`config.mk`:
```
export PLATFORM = sky130hd
export DESIGN_NAME = mem_1rw_top
export DESIGN_NICKNAME = d
export VERILOG_FILES = /design/src/verilog/mem_1rw_pkg.sv /design/src/verilog/bank_router.sv /design/src/verilog/row_align.sv /design/src/verilog/refresh_sched.sv /design/src/verilog/mem_1rw_top.sv
export VERILOG_INCLUDE_DIRS = /design/src /design/src/verilog
export SDC_FILE = /design/constraint.sdc
export NUM_CORES = 1
export LEC_CHECK = 0
export BUFFER_PORTS_ARGS = -buffer_cell sky130_fd_sc_hd__clkbuf_2
export CAP_MARGIN = 40
export CELL_PAD_IN_SITES_DETAIL_PLACEMENT = 0
export CELL_PAD_IN_SITES_GLOBAL_PLACEMENT = 2
export CORE_AREA = 5 5 335 337
export DETAILED_ROUTE_END_ITERATION = 7
export DIE_AREA = 0 0 340 342
export PLACE_DENSITY_LB_ADDON = 0.1
export SLEW_MARGIN = 15
export SYNTH_ARGS = -nofsm -noshare
export SYNTH_HDL_FRONTEND = slang
export SYNTH_SLANG_ARGS = --single-unit
```
`constraint.sdc`:
```
create_clock -name clk -period 2 [get_ports clk]
set_input_delay 0.1 -clock clk [delete_from_list [all_inputs] [get_ports clk]]
set_output_delay 0.1 -clock clk [all_outputs]
set_load 0.02 [all_outputs]
```
`src/verilog/mem_1rw_params.svh`:
```
`ifndef MEM_1RW_PARAMS_SVH
`define MEM_1RW_PARAMS_SVH

// logical side
`define MEM_WIDTH       16
`define MEM_NUMVBNK     4
`define MEM_BITVBNK     2
`define MEM_BITVROW     6
`define MEM_BITADDR     (`MEM_BITVBNK + `MEM_BITVROW)

// physical macro geometry
`define MEM_NUMWRDS     4
`define MEM_BITWRDS     2
`define MEM_NUMSROW     16
`define MEM_BITSROW     4
`define MEM_PHYWDTH     (`MEM_NUMWRDS * `MEM_WIDTH)
`define MEM_SRAM_DELAY  2

// refresh sub-banks are the top bits of the physical row
`define MEM_NUMRBNK     4
`define MEM_BITRBNK     2

`define MEM_BITPADR     (`MEM_BITVBNK + `MEM_BITSROW + `MEM_BITWRDS)

`endif

```
`src/verilog/mem_1rw_pkg.sv`:
```
`default_nettype none
`include "mem_1rw_params.svh"

package mem_1rw_pkg;

  // logical request for one bank
  typedef struct packed {
    logic                    read;
    logic                    write;
    logic [`MEM_BITVROW-1:0] vrow;
    logic [`MEM_WIDTH-1:0]   din;
  } bank_cmd_t;

  // one physical row seen flat or as word slots
  typedef union packed {
    logic [`MEM_PHYWDTH-1:0]                  flat;
    logic [`MEM_NUMWRDS-1:0][`MEM_WIDTH-1:0] word;
  } phys_row_u;

  typedef struct packed {
    logic                    read;
    logic                    write;
    logic [`MEM_BITSROW-1:0] addr;
    phys_row_u               bw;
    phys_row_u               din;
  } phys_port_t;

  typedef struct packed {
    logic                    refr;
    logic [`MEM_BITRBNK-1:0] bank;
  } refr_port_t;

endpackage

`default_nettype wire

```
`src/verilog/bank_router.sv`:
```
`timescale 1ns/1ps
`default_nettype none
`include "mem_1rw_params.svh"

module bank_router (
  input  logic                                    clk,
  input  logic                                    rst_n,
  input  logic                                    read,
  input  logic                                    write,
  input  logic [`MEM_BITADDR-1:0]                 addr,
  input  logic [`MEM_WIDTH-1:0]                   din,
  input  logic [`MEM_NUMVBNK-1:0][`MEM_WIDTH-1:0] word_dout,
  output logic                                    ready,
  output mem_1rw_pkg::bank_cmd_t [`MEM_NUMVBNK-1:0] bank_cmd,
  output logic                                    clr_active,
  output logic [`MEM_BITSROW-1:0]                 clr_row,
  output logic                                    rd_vld,
  output logic [`MEM_WIDTH-1:0]                   rd_dout,
  output logic [`MEM_BITPADR-1:0]                 rd_padr
);

  typedef struct packed {
    logic [`MEM_BITVBNK-1:0] bank;
    logic [`MEM_BITPADR-1:0] padr;
  } rd_tag_t;

  logic [`MEM_BITVBNK-1:0]    bank;
  logic [`MEM_BITVROW-1:0]    vrow;
  logic                       rd_acc;
  rd_tag_t                    rd_tag;
  logic [`MEM_SRAM_DELAY-1:0] vld_pipe;
  rd_tag_t [`MEM_SRAM_DELAY-1:0] tag_pipe;

  assign bank   = addr[`MEM_BITADDR-1 -: `MEM_BITVBNK];
  assign vrow   = addr[`MEM_BITVROW-1:0];
  assign rd_acc = ready && read;

  // bank, physical row, word slot
  assign rd_tag.bank = bank;
  assign rd_tag.padr = {bank, vrow[`MEM_BITVROW-1 -: `MEM_BITSROW], vrow[`MEM_BITWRDS-1:0]};

  // only the addressed bank sees the strobe
  always_comb begin
    for (int b = 0; b < `MEM_NUMVBNK; b++) begin
      bank_cmd[b].read  = rd_acc && (bank == `MEM_BITVBNK'(b));
      bank_cmd[b].write = ready && write && (bank == `MEM_BITVBNK'(b));
      bank_cmd[b].vrow  = vrow;
      bank_cmd[b].din   = din;
    end
  end

  // clear sweep over all physical rows before ready rises
  always_ff @(posedge clk) begin
    if (!rst_n) begin
      clr_active <= 1'b0;
      clr_row    <= '0;
      ready      <= 1'b0;
    end else if (!ready && !clr_active) begin
      clr_active <= 1'b1;
    end else if (clr_active) begin
      if (clr_row == `MEM_BITSROW'(`MEM_NUMSROW - 1)) begin
        clr_active <= 1'b0;
        ready      <= 1'b1;
      end
      clr_row <= clr_row + 1'b1;
    end
  end

  always_ff @(posedge clk) begin
    if (!rst_n) begin
      vld_pipe <= '0;
      rd_vld   <= 1'b0;
    end else begin
      vld_pipe[0] <= rd_acc;
      for (int i = 1; i < `MEM_SRAM_DELAY; i++) begin
        vld_pipe[i] <= vld_pipe[i-1];
      end
      rd_vld <= vld_pipe[`MEM_SRAM_DELAY-1];
    end
  end

  // tags follow the macro latency
  always_ff @(posedge clk) begin
    tag_pipe[0] <= rd_tag;
    for (int i = 1; i < `MEM_SRAM_DELAY; i++) begin
      tag_pipe[i] <= tag_pipe[i-1];
    end
    rd_dout <= word_dout[tag_pipe[`MEM_SRAM_DELAY-1].bank];
    rd_padr <= tag_pipe[`MEM_SRAM_DELAY-1].padr;
  end

endmodule

`default_nettype wire

```
`src/verilog/row_align.sv`:
```
`timescale 1ns/1ps
`default_nettype none
`include "mem_1rw_params.svh"

module row_align (
  input  logic                       clk,
  input  logic                       rst_n,
  input  mem_1rw_pkg::bank_cmd_t     cmd,
  input  logic                       clr_active,
  input  logic [`MEM_BITSROW-1:0]    clr_row,
  output mem_1rw_pkg::phys_port_t    phys_cmd,
  input  mem_1rw_pkg::phys_row_u     phys_dout,
  output logic [`MEM_WIDTH-1:0]      word_dout
);

  logic [`MEM_BITSROW-1:0] prow;
  logic [`MEM_BITWRDS-1:0] slot;
  logic [`MEM_SRAM_DELAY-1:0][`MEM_BITWRDS-1:0] slot_pipe;

  // upper bits pick the row and lower bits the word in it
  assign prow = cmd.vrow[`MEM_BITVROW-1 -: `MEM_BITSROW];
  assign slot = cmd.vrow[`MEM_BITWRDS-1:0];

  always_comb begin
    phys_cmd = '0;
    if (clr_active) begin
      // full-mask zero row
      phys_cmd.write    = 1'b1;
      phys_cmd.addr     = clr_row;
      phys_cmd.bw.flat  = '1;
      phys_cmd.din.flat = '0;
    end else begin
      phys_cmd.read     = cmd.read;
      phys_cmd.write    = cmd.write;
      phys_cmd.addr     = prow;
      phys_cmd.din.flat = {`MEM_NUMWRDS{cmd.din}};
      if (cmd.write) begin
        phys_cmd.bw.word[slot] = '1;
      end
    end
  end

  // slot index travels alongside the macro read
  always_ff @(posedge clk) begin
    if (!rst_n) begin
      slot_pipe <= '0;
    end else begin
      slot_pipe[0] <= slot;
      for (int i = 1; i < `MEM_SRAM_DELAY; i++) begin
        slot_pipe[i] <= slot_pipe[i-1];
      end
    end
  end

  assign word_dout = phys_dout.word[slot_pipe[`MEM_SRAM_DELAY-1]];

endmodule

`default_nettype wire

```
`src/verilog/refresh_sched.sv`:
```
`timescale 1ns/1ps
`default_nettype none
`include "mem_1rw_params.svh"

module refresh_sched (
  input  logic                    clk,
  input  logic                    rst_n,
  input  logic                    refr,
  input  mem_1rw_pkg::phys_port_t acc_cmd,
  output mem_1rw_pkg::refr_port_t refr_cmd
);

  logic [`MEM_BITRBNK-1:0] ptr;
  logic                    pending;
  logic [`MEM_BITRBNK-1:0] acc_rbnk;
  logic                    conflict;
  logic                    issue;

  // sub-bank of the current access
  assign acc_rbnk = acc_cmd.addr[`MEM_BITSROW-1 -: `MEM_BITRBNK];
  assign conflict = (acc_cmd.read || acc_cmd.write) && (acc_rbnk == ptr);
  assign issue    = pending && !conflict;

  assign refr_cmd.refr = issue;
  assign refr_cmd.bank = ptr;

  always_ff @(posedge clk) begin
    if (!rst_n) begin
      ptr     <= '0;
      pending <= 1'b0;
    end else begin
      // a new pulse during issue keeps the request alive
      pending <= refr || (pending && !issue);
      if (issue) begin
        ptr <= ptr + 1'b1;
      end
    end
  end

endmodule

`default_nettype wire

```
`src/verilog/mem_1rw_top.sv`:
```
`timescale 1ns/1ps
`default_nettype none
`include "mem_1rw_params.svh"

module mem_1rw_top (
  input  logic                                         clk,
  input  logic                                         rst_n,
  input  logic                                         refr,
  input  logic                                         read,
  input  logic                                         write,
  input  logic [`MEM_BITADDR-1:0]                      addr,
  input  logic [`MEM_WIDTH-1:0]                        din,
  output logic                                         ready,
  output logic                                         rd_vld,
  output logic [`MEM_WIDTH-1:0]                        rd_dout,
  output logic [`MEM_BITPADR-1:0]                      rd_padr,
  output mem_1rw_pkg::phys_port_t [`MEM_NUMVBNK-1:0]   phys_cmd,
  input  mem_1rw_pkg::phys_row_u [`MEM_NUMVBNK-1:0]    phys_dout,
  output mem_1rw_pkg::refr_port_t [`MEM_NUMVBNK-1:0]   refr_cmd
);

  mem_1rw_pkg::bank_cmd_t [`MEM_NUMVBNK-1:0]   bank_cmd;
  logic [`MEM_NUMVBNK-1:0][`MEM_WIDTH-1:0]     word_dout;
  logic                                        clr_active;
  logic [`MEM_BITSROW-1:0]                     clr_row;

  bank_router router_i (
    .clk        (clk),
    .rst_n      (rst_n),
    .read       (read),
    .write      (write),
    .addr       (addr),
    .din        (din),
    .word_dout  (word_dout),
    .ready      (ready),
    .bank_cmd   (bank_cmd),
    .clr_active (clr_active),
    .clr_row    (clr_row),
    .rd_vld     (rd_vld),
    .rd_dout    (rd_dout),
    .rd_padr    (rd_padr)
  );

  // one aligner and one refresh scheduler per macro
  for (genvar b = 0; b < `MEM_NUMVBNK; b++) begin : g_bank
    row_align align_i (
      .clk        (clk),
      .rst_n      (rst_n),
      .cmd        (bank_cmd[b]),
      .clr_active (clr_active),
      .clr_row    (clr_row),
      .phys_cmd   (phys_cmd[b]),
      .phys_dout  (phys_dout[b]),
      .word_dout  (word_dout[b])
    );

    refresh_sched refr_i (
      .clk      (clk),
      .rst_n    (rst_n),
      .refr     (refr),
      .acc_cmd  (phys_cmd[b]),
      .refr_cmd (refr_cmd[b])
    );
  end

endmodule

`default_nettype wire

```
==> flow_metrics.py, run 1 <==
metrics = {
    "floorplan": {
        "core_area_sq_um": 109000,
        "die_h_um": 342,
        "ios": 859,
        "placement_rows": 121,
        "die_x_um": 340,
        "dieArea_sq_um": 116000,
        "start_util_pct": 7.37,
    },
    "sta": {
        "finalWorstSetupSlack_ps": -8.99,
        "hold_violations": 0,
        "slew_viol_final": 0,
        "holdWs_ps": 76.2,
        "post-route-min-period_ps": 2010,
        "tightest_slew_ps": 634,
        "clock_skew_ps": 13.8,
        "final.period_utilization_pct": 100,
        "maxSlewHeadroom_pct": 57.7,
        "setup_viol": 2,
        "grt_setup_unrepaired": "yes",
        "fmax_ghz": 0.498,
    },
    "route": {
        "drt_wl_total_um": 49500,
        "post-route-drc-count": 0,
        "wl_per_cell_um": 18.4,
        "vias_per_cell": 2.61,
        "ant_nets": 0,
        "drtIter0Drc": 170,
        "first_pass_iters": 4,
        "vias": 7030,
    },
    "yosys": {
        "synth_edf_count": 0,
        "yosys_warnings": 0,
        "synthMuxAreaShare_pct": 23.5,
        "synth_top_family_by_area": "buffers and inverters",
        "avgSynthCellArea_sq_um": 9.54,
        "synth_fa_ha_area_share_pct": 0.156,
        "ys_ff_latch": 65,
        "yosys.area_share.xor_xnor_pct": 1.20,
        "synth-compound-area-share_pct": 2.70,
        "synth_cells": 839,
        "syn_nets": 1125,
        "synth_cell_type_count": 37,
        "ys.flop_type": "dfxtp_1",
        "seq_area_frac_synth_pct": 16.3,
        "synth-async-reset-ratio_pct": 0,
        "synth_area_sq_um": 8010,
        "synth-simple-area-share_pct": 7.13,
    },
    "layout": {
        "area_growth_pct": 49.9,
        "nFillCells": 12700,
        "finalNetCount": 1560,
        "multi_input_area_sq_um": 3100,
        "layout-drive-gt1-share_pct": 86.3,
        "regArea_sq_um": 1320,
        "post-route-util_pct": 11.1,
    },
    "clocking": {
        "cts_max_level": 3,
        "clock-sinks": 65,
        "clockBufferDepth": 2,
        "cts.clk_slew.worst_paths_ps": 60,
        "cts_buffers": 9,
        "insertion_delay_ps": 380,
        "root_buffer": "clkbuf_16",
        "cts_tree": "yes",
    },
    "placed_design": {
        "numPortBuffers": 858,
        "hpwl_um": 43500,
        "gp_congestion": 0.729,
    },
    "global_route": {
        "antenna_found_initial": 14,
        "grt_pass1_wl_um": 65100,
        "grt_max_degree": 21,
        "grt.total_usage_pct": 7.96,
        "grt_pass1_vias": 7358,
        "grt_overflow": 0,
    },
    "run_status": {
        "outcome": "complete, but fails checks",
        "violations": "negative setup slack",
    },
    "power_and_ir_drop": {
        "vdd_ir_drop_max_v": 0.000311,
        "power_density_nw_per_um2": 539,
        "p_leak_nw": 5.89,
        "p_total_mw": 6.47,
    },
    "critical_path": {
        "end_kind": "output port",
        "critPathMaxFanout": 6,
        "crit_type": "flip-flop to output port",
        "cp.arrival_ps": 1910,
        "worst_setup_path_start_kind": "flip-flop",
        "crit_required_ps": 1900,
    },
    "min_path": {
        "min_path_type": "input port to flip-flop",
    },
    "run": {
        "cap_violations": 0,
    },
}
[logic make-up after synthesis]
family,count (synthesis)
compound gates,34
xor+xnor,11
simple gates,108
flops,65
fa+ha+maj,1
buf+inv,535
mux,85
[worst paths after layout]
kind / from / to / slack (ps) / cells after the start
setup / recovery: router_i.clr_active$_SDFF_PN0_ / refr_cmd[2] / -9 / 6
hold / removal: read / router_i.vld_pipe[0]$_SDFF_PN0_ / 80 / 2
setup reg to reg: router_i.clr_active$_SDFF_PN0_ / g_bank[3].refr_i.ptr[0]$_SDFFE_PN0P_ / -9 / 6
hold reg to reg: router_i.tag_pipe[5]$_DFF_P_ / router_i.tag_pipe[15]$_DFF_P_ / 330 / 0
[layer usage]
metal | global-route usage [%] | part of all wire [%]
met1 | 8.26 | 35
met2 | 15.1 | 54
met3 | 3.27 | 10
met4 | 1.51 | 1.1
met5 | 0 | 0.20
[area by class of cell]
class,instances,area share [%]
repair buffers,948,45.4
multi-input cells,239,25.8
well taps,1414,14.7
flip-flops and latches,65,11.0
clock buffers,13,2.25
clock inverters,3,0.375
inverters,11,0.375
diodes,3,0.0626
[per-stage QoR]
step | TNS (ps) | area [sq um] | worst slack [ps] | cells
floorplan | -23460 | 8070 | -104 | 839
global placement | -59.6 | 10800 | -59.6 | 2641
detailed placement | -21.4 | 10900 | -21.4 | 2649
CTS | -3630 | 11700 | -117 | 2682
global route | -3330 | 12000 | -134 | 2694
finish | -15.1 | 12000 | -8.99 | 2696
[sequential cells by signal (all words and copies together), names as in the netlist]
register and count:
g_bank.align_i.slot_pipe 4, router_i.rd_dout 16, router_i.ready 1, g_bank.refr_i.pending 4, router_i.rd_vld 1, router_i.clr_active 1, router_i.tag_pipe 16, router_i.rd_padr 8
router_i.vld_pipe 2, g_bank.refr_i.ptr 8, router_i.clr_row 4
[synth_stat cells, types with 3 or more instances]
cell type,instances,area [sq um]
buf_4,498,3740
mux4_2,80,1800
dfxtp_1,65,1300
nor2_1,35,131
nor2b_1,25,156
a21oi_1,13,65.1
nand2_1,13,48.8
inv_1,11,41.3
xnor2_1,9,78.8
clkbuf_1,8,30.0
or4_1,8,60.1
a31oi_1,7,43.8
buf_1,7,26.3
buf_6,6,67.6
and2_1,5,31.3
o21ai_0,5,25.0
a31o_2,4,35.0
buf_2,4,20.0
nand3b_1,4,30.0
nor3_1,4,20.0
o311ai_0,4,35.0
nand3_1,3,15.0
[worst max-delay path, stage by stage, from the launching register on]
cell      delay [ps]
dfxtp_4          410
mux2i_4          410
buf_6            200
xnor2_2          140
nor3_2            70
nor2b_1          130
clkbuf_8         170
[repair_timing]
action / 4_1_cts / 5_1_grt
gates resized for setup: 58 / 146
endpoints found under the hold margin: 6 / 1
setup buffers: 13 / 8
hold buffers: 5 / 1
cloned: 0 / 2
pin swaps: 11 / 6
setup endpoints to repair: 315 / 155
[report_power, final]
group	leakage (nW)	switching, mW	internal [mW]	total (mW)
logic	5.19	1.92	1.23	3.15
clock network	0.157	0.792	1.08	1.87
registers	0.546	0.0659	1.39	1.46
total	5.89	2.78	3.70	6.47
[layout by cell type, fill, tap and decap left out, drive strengths merged, types with 5 or more instances in the layout]
cell type	n
clkbuf	794
buf	161
mux4	80
dfxtp	65
nor2	35
nor2b	25
nand2	13
a21oi	13
inv	12
xnor2	9
or4	8
a31oi	7
dlygate4sd3	6
and2	5
o21ai	5
Note: power is estimated with default switching activity, not from simulation.
==> inputs of run 2 (changes only) <==
ABC_AREA = 1   (was unset)
CORE_AREA = 5 5 330 332   (was 5 5 335 337)
DIE_AREA = 0 0 335 337   (was 0 0 340 342)
==> run 2 against run 1 <==
  * First-iteration DRC count increased by 72%
  * Register-to-register slack improved by 310 ps
  * Via count increased by 28%
  * Highest routed layer unchanged
  * Synthesized cell count increased by 61%
  * Clock skew decreased by 2.6 ps
  * Fmax increased by 9.2%
  * The run now ends clean
  * Area after synthesis increased by 8.9%
  * Wire length increased by 19%
  * Critical endpoint is now refr_cmd[8]
==> flow_metrics.py, run 2 <==
metrics = {
    "global_route": {
        "grt_max_degree": 50,
        "grt_pass1_vias": 9348,
        "grt.total_usage_pct": 9.70,
        "antenna_found_initial": 17,
        "grt_pass1_wl_um": 77200,
        "grt_overflow": 0,
    },
    "yosys": {
        "synth_cells": 1352,
        "synth_edf_count": 0,
        "ys_ff_latch": 65,
        "yosys_warnings": 0,
        "ys.flop_type": "dfxtp_1",
        "avgSynthCellArea_sq_um": 6.45,
        "synth-async-reset-ratio_pct": 0,
        "synth_top_area_share_pct": 43.7,
        "synth_commonest_cells": "buf_4, inv_1, nand2_1, nand3_1, a21oi_1",
        "synth_top_area_cell": "buf_4",
        "yosysMostFrequentCell": "buf_4",
        "syn_nets": 1638,
        "yosys-top-cells-area": "buf_4, dfxtp_1, inv_1",
        "seq_area_frac_synth_pct": 14.9,
        "synth_cell_type_count": 22,
        "synth_area_sq_um": 8710,
    },
    "route": {
        "wl_per_cell_um": 18.8,
        "vias_per_cell": 2.87,
        "drtIter0Drc": 293,
        "post-route-drc-count": 0,
        "drt_wl_total_um": 59200,
        "vias": 9025,
        "ant_nets": 0,
        "first_pass_iters": 4,
    },
    "run_status": {
        "outcome": "complete, no violations",
    },
    "placed_design": {
        "placed_cells_incl_taps": 3117,
        "gp_congestion": 0.693,
        "numPortBuffers": 858,
        "place_area_sq_um": 11300,
        "place_ws_ps": 184,
        "hpwl_um": 51600,
    },
    "sta": {
        "grt_setup_unrepaired": "yes",
        "clock_skew_ps": 11.2,
        "post-route-min-period_ps": 1840,
        "setup_viol": 0,
        "maxSlewHeadroom_pct": 52.8,
        "hold_violations": 0,
        "finalWorstSetupSlack_ps": 160,
        "fmax_ghz": 0.543,
        "tightest_slew_ps": 707,
        "final.period_utilization_pct": 92.0,
        "slew_viol_final": 0,
    },
    "layout": {
        "reg_top3": "router_i.rd_dout x16, router_i.tag_pipe x16",
        "mostFrequentLayoutCell": "clkbuf_2",
        "design_area_sq_um": 11900,
        "final_cells": 3150,
        "area_growth_pct": 36.6,
        "nFillCells": 12600,
        "finalNetCount": 2024,
        "layout-drive-gt1-share_pct": 55.7,
        "post-route-util_pct": 11.2,
        "most-common-layout-cells": "clkbuf_2, inv_1, nand2_1, nand3_1, a21oi_1",
    },
    "floorplan": {
        "ios": 859,
        "die_h_um": 337,
        "placement_rows": 120,
        "die_x_um": 335,
        "start_util_pct": 8.22,
        "core_area_sq_um": 106000,
        "dieArea_sq_um": 113000,
    },
    "power_and_ir_drop": {
        "p_sw_share_pct": 46.0,
        "p_seq_share_pct": 22.5,
        "p_leak_nw": 6.65,
        "vdd_ir_drop_max_v": 0.000271,
        "p_int_mw": 3.46,
        "power_density_nw_per_um2": 539,
        "p_sw_mw": 2.95,
        "p_total_mw": 6.42,
        "pwr-share-comb_pct": 47.7,
        "pwr-share-clk_pct": 29.8,
    },
    "clocking": {
        "root_buffer": "clkbuf_16",
        "cts_tree": "yes",
        "clock-sinks": 65,
        "insertion_delay_ps": 370,
        "cts_max_level": 3,
        "cts_buffers": 9,
        "cts.clk_slew.worst_paths_ps": 70,
        "clockBufferDepth": 2,
    },
    "critical_path": {
        "end_kind": "output port",
        "critPathMaxStageDelay_ps": 310,
        "cp_cell_sequence": "buf_4 -> nand2_1 -> inv_1 -> nand2_1 -> nand3_2 -> nand3_2 -> nand2_1 -> inv_1 -> clkbuf_2",
        "cp.arrival_ps": 1740,
        "critPathMostFrequentCell": "nand2_1",
        "worst_setup_path_start_kind": "flip-flop",
        "path_buf_inv": 4,
        "critPathTopFamily": "simple AND/OR/NAND/NOR gates",
        "crit_type": "flip-flop to output port",
        "cp_slowest_cell": "dfxtp_1",
        "critPathMaxFanout": 5,
        "crit_required_ps": 1900,
    },
    "run": {
        "cap_violations": 0,
    },
    "min_path": {
        "min_path_type": "input port to flip-flop",
    },
}
==> run 2: per-stage QoR <==
step           hold slack (ps)  setup TNS, ps
3_3_place_gp               248              0
2_1_floorplan              128         -30730
3_5_place_dp               247              0
6_report                  53.2              0
4_1_cts                   8.30              0
5_1_grt                   60.3           -154
==> run 2: timing repair <==
action	in CTS	in global routing
cloned	0	3
endpoints found under the hold margin	9	0
gates resized for setup	14	37
setup buffers	0	1
pin swaps	0	2
hold buffers	9	0
setup endpoints to repair	124	254
==> run 2: logic make-up (layout without fill, tap and decap cells) <==
group / after synthesis / in the layout / share of synthesized area [%]
other: 0 / 4 / 0
adders and majority gates: 1 / 1 / 0.144
buffers and inverters: 741 / 1132 / 54.3
DFF: 65 / 65 / 14.9
AOI/OAI and AO/OA: 213 / 213 / 14.1
and+or+nand+nor: 332 / 332 / 16.5
==> run 2: layout make-up <==
type	instances	area, sq um	area share [%]
Tap cell	1403	1760	14.7
Clock inverter	7	101	0.851
Multi-Input combinational cell	546	2760	23.2
Clock buffer	9	225	1.89
Antenna cell	4	10.0	0.0841
Timing Repair Buffer	929	5030	42.3
Inverter	187	707	5.94
Sequential cell	65	1310	11.0
==> run 2: worst paths after layout <==
kind	start	to	slack, ps	cells after the start
setup reg to reg	g_bank[1].align_i.slot_pipe[2]$_SDFF_PN0_	router_i.rd_dout[7]$_DFF_P_	300	7
hold reg to reg	router_i.tag_pipe[0]$_DFF_P_	router_i.tag_pipe[10]$_DFF_P_	330	0
setup / recovery	router_i.ready$_SDFFE_PN0P_	refr_cmd[8]	160	9
hold / removal	addr[1]	g_bank[1].align_i.slot_pipe[1]$_SDFF_PN0_	50	3
==> run 2: per-layer routing <==
metal,track usage (%),share of wire (%)
met3,3.06,6.9
met2,18.5,54
met1,10.8,39
met4,1.24,0.66
met5,0,0.13
==> run 2: worst min-delay path, cell delays in order <==
cell,delay [ps]
clkbuf_2,170
nand2_1,90
inv_1,30
==> run 2: power groups by stage <==
stage / Sequential [mW] / Combinational, mW / Clock [mW]
floorplan: 1.52 / 2.34 / 0
global placement: 1.48 / 3.17 / 0
detailed placement: 1.48 / 3.12 / 0
CTS: 1.45 / 3.15 / 2.06
global route: 1.46 / 3.34 / 2.10
finish: 1.44 / 3.06 / 1.91
==> inputs of run 3 (changes only) <==
--- a/config.mk
+++ b/config.mk
@@ -15,4 +15,5 @@
 export DETAILED_ROUTE_END_ITERATION = 7
 export DIE_AREA = 0 0 335 337
+export HOLD_SLACK_MARGIN = 0.08
 export PLACE_DENSITY_LB_ADDON = 0.1
 export SLEW_MARGIN = 15
==> constraint.sdc (replaced) <==
create_clock -name clk -period 2 [get_ports clk]
set_input_delay 0.1 -clock clk [delete_from_list [all_inputs] [get_ports clk]]
set_output_delay 0.1 -clock clk [all_outputs]
set_load 0.05 [all_outputs]
==> run 3 against run 2 <==
  * Fmax down 6.3%
  * Global-route usage increased by 1.0 points
  * Sequential share of layout area is 3.4 points lower
  * Wire length up 9.9%
  * Register-to-register slack got worse by 70 ps
  * Design area up 45%
  * Critical path type unchanged
  * Largest power group unchanged
  * Highest routed layer unchanged
==> flow_metrics.py, run 3 (same netlist as run 2, synthesis figures left out) <==
metrics = {
    "run_status": {
        "outcome": "complete, no violations",
    },
    "floorplan": {
        "placement_rows": 120,
        "ios": 859,
        "core_area_sq_um": 106000,
        "start_util_pct": 8.22,
        "die_h_um": 337,
        "die_x_um": 335,
        "dieArea_sq_um": 113000,
    },
    "clocking": {
        "clock-sinks": 65,
        "clockBufferDepth": 2,
        "insertion_delay_ps": 380,
        "root_buffer": "clkbuf_16",
        "cts_tree": "yes",
        "cts_max_level": 3,
        "cts.clk_slew.worst_paths_ps": 80,
        "cts_buffers": 9,
    },
    "placed_design": {
        "place_area_sq_um": 16000,
        "gp_congestion": 0.719,
        "place_ws_ps": 116,
        "hpwl_um": 56200,
        "numPortBuffers": 858,
    },
    "global_route": {
        "grt_pass1_wl_um": 84600,
        "antenna_found_initial": 10,
        "grt.total_usage_pct": 10.7,
        "grt_pass1_vias": 9960,
        "grt_max_degree": 81,
        "grt_overflow": 0,
    },
    "run": {
        "cap_violations": 0,
    },
    "layout": {
        "reg_top3": "router_i.rd_dout x16, router_i.tag_pipe x16",
        "layout-drive-gt1-share_pct": 58.1,
        "area_growth_pct": 98.4,
        "design_area_sq_um": 17300,
        "finalNetCount": 2074,
        "most-common-layout-cells": "clkbuf_2, buf_12, inv_1, nand2_1, nand3_1",
        "post-route-util_pct": 16.3,
        "mostFrequentLayoutCell": "clkbuf_2",
    },
    "route": {
        "first_pass_iters": 6,
        "wl_per_cell_um": 20.3,
        "vias_per_cell": 2.91,
        "drtIter0Drc": 252,
        "ant_nets": 0,
        "drt_wl_total_um": 65000,
        "post-route-drc-count": 0,
        "vias": 9329,
    },
    "power_and_ir_drop": {
        "power_density_nw_per_um2": 560,
        "p_leak_nw": 8.40,
        "p_total_mw": 9.69,
        "vdd_ir_drop_max_v": 0.000321,
    },
    "sta": {
        "post-route-min-period_ps": 1960,
        "setup-tns-final_ps": 0,
        "slew_viol_final": 0,
        "hold_violations": 0,
        "tightest_slew_ps": 506,
        "clock_skew_ps": 14.8,
        "final.period_utilization_pct": 98.2,
        "setup_viol": 0,
        "grt_setup_unrepaired": "yes",
        "finalWorstSetupSlack_ps": 36.2,
        "maxSlewHeadroom_pct": 65.9,
        "fmax_ghz": 0.509,
    },
    "min_path": {
        "min_path_type": "input port to flip-flop",
    },
    "critical_path": {
        "cp.arrival_ps": 1860,
        "end_kind": "output port",
        "crit_type": "flip-flop to output port",
        "crit_required_ps": 1900,
        "critPathMaxFanout": 16,
        "worst_setup_path_start_kind": "flip-flop",
    },
}
run 3: cell types whose count changed in the layout (fill, tap and decap cells not counted), sizes merged:
| cell | before | now |
|---|---|---|
| buf | 64 | 408 |
| clkbuf | 865 | 565 |
| clkinvlp | 1 | 6 |
| dlygate4sd3 | 9 | 14 |
| inv | 190 | 187 |
| bufbuf | 0 | 1 |
| bufinv | 2 | 1 |
| clkinv | 1 | 0 |
| diode | 4 | 5 |
run 3: report_power, final:
group | switching [mW] | internal (mW) | total [mW]
Clock | 0.794 | 0.989 | 1.78
Combinational | 4.11 | 2.34 | 6.46
Sequential | 0.0681 | 1.38 | 1.45
run 3: worst paths after layout:
path / to / slack (ps) / depth (start not counted) / from
hold reg to reg: router_i.rd_padr[4]$_DFF_P_ / 330 / 0 / router_i.tag_pipe[14]$_DFF_P_
setup reg to reg: router_i.rd_dout[13]$_DFF_P_ / 230 / 6 / g_bank[1].align_i.slot_pipe[2]$_SDFF_PN0_
hold / removal: router_i.rd_dout[8]$_DFF_P_ / 120 / 5 / phys_dout[168]
setup / recovery: phys_cmd[74] / 40 / 9 / router_i.ready$_SDFFE_PN0P_
run 3: cell type report:
class	count	area, sq um
clock buffer	9	225
tap	1403	1760
multi-input combinational	546	2960
inverter	187	737
timing repair buffer	979	10200
sequential	65	1320
antenna	5	12.5
clock inverter	7	82.6
fill	12200	88700
run 3: worst max-delay path: stages, from the launching register on:
cell,delay (ps)
dfxtp_4,360
nand2_4,60
inv_8,80
nand2_4,60
nand2_4,80
clkinvlp_4,140
buf_4,170
nor2_4,90
buf_12,220
buf_12,180
run 3: timing repair:
action | 4_1_cts | 5_1_grt
endpoints found under the setup margin | 260 | 298
gates resized for setup | 48 | 137
hold endpoints to repair | 17 | 2
pin swaps | 7 | 8
gates cloned | 6 | 3
hold buffers | 12 | 2
buffers inserted | 29 | 6
run 3: per-layer routing:
layer | part of all wire, % | vias up | wire length, um | GRT usage (%)
met1 | 35 | 4200 | 23000 | 11.1
li1 | - | 4631 | - | -
met4 | 1.3 | 8 | 841 | 1.94
met5 | 0.085 | - | 55 | 0
met2 | 55 | 457 | 35900 | 21.0
met3 | 8.0 | 33 | 5200 | 3.83
run 3: metrics by stage:
stage,instances,hold slack (ps)
3_3_place_gp,3122,235
4_1_cts,3187,-117
2_1_floorplan,1352,128
3_5_place_dp,3124,231
5_1_grt,3197,139
6_report,3201,122
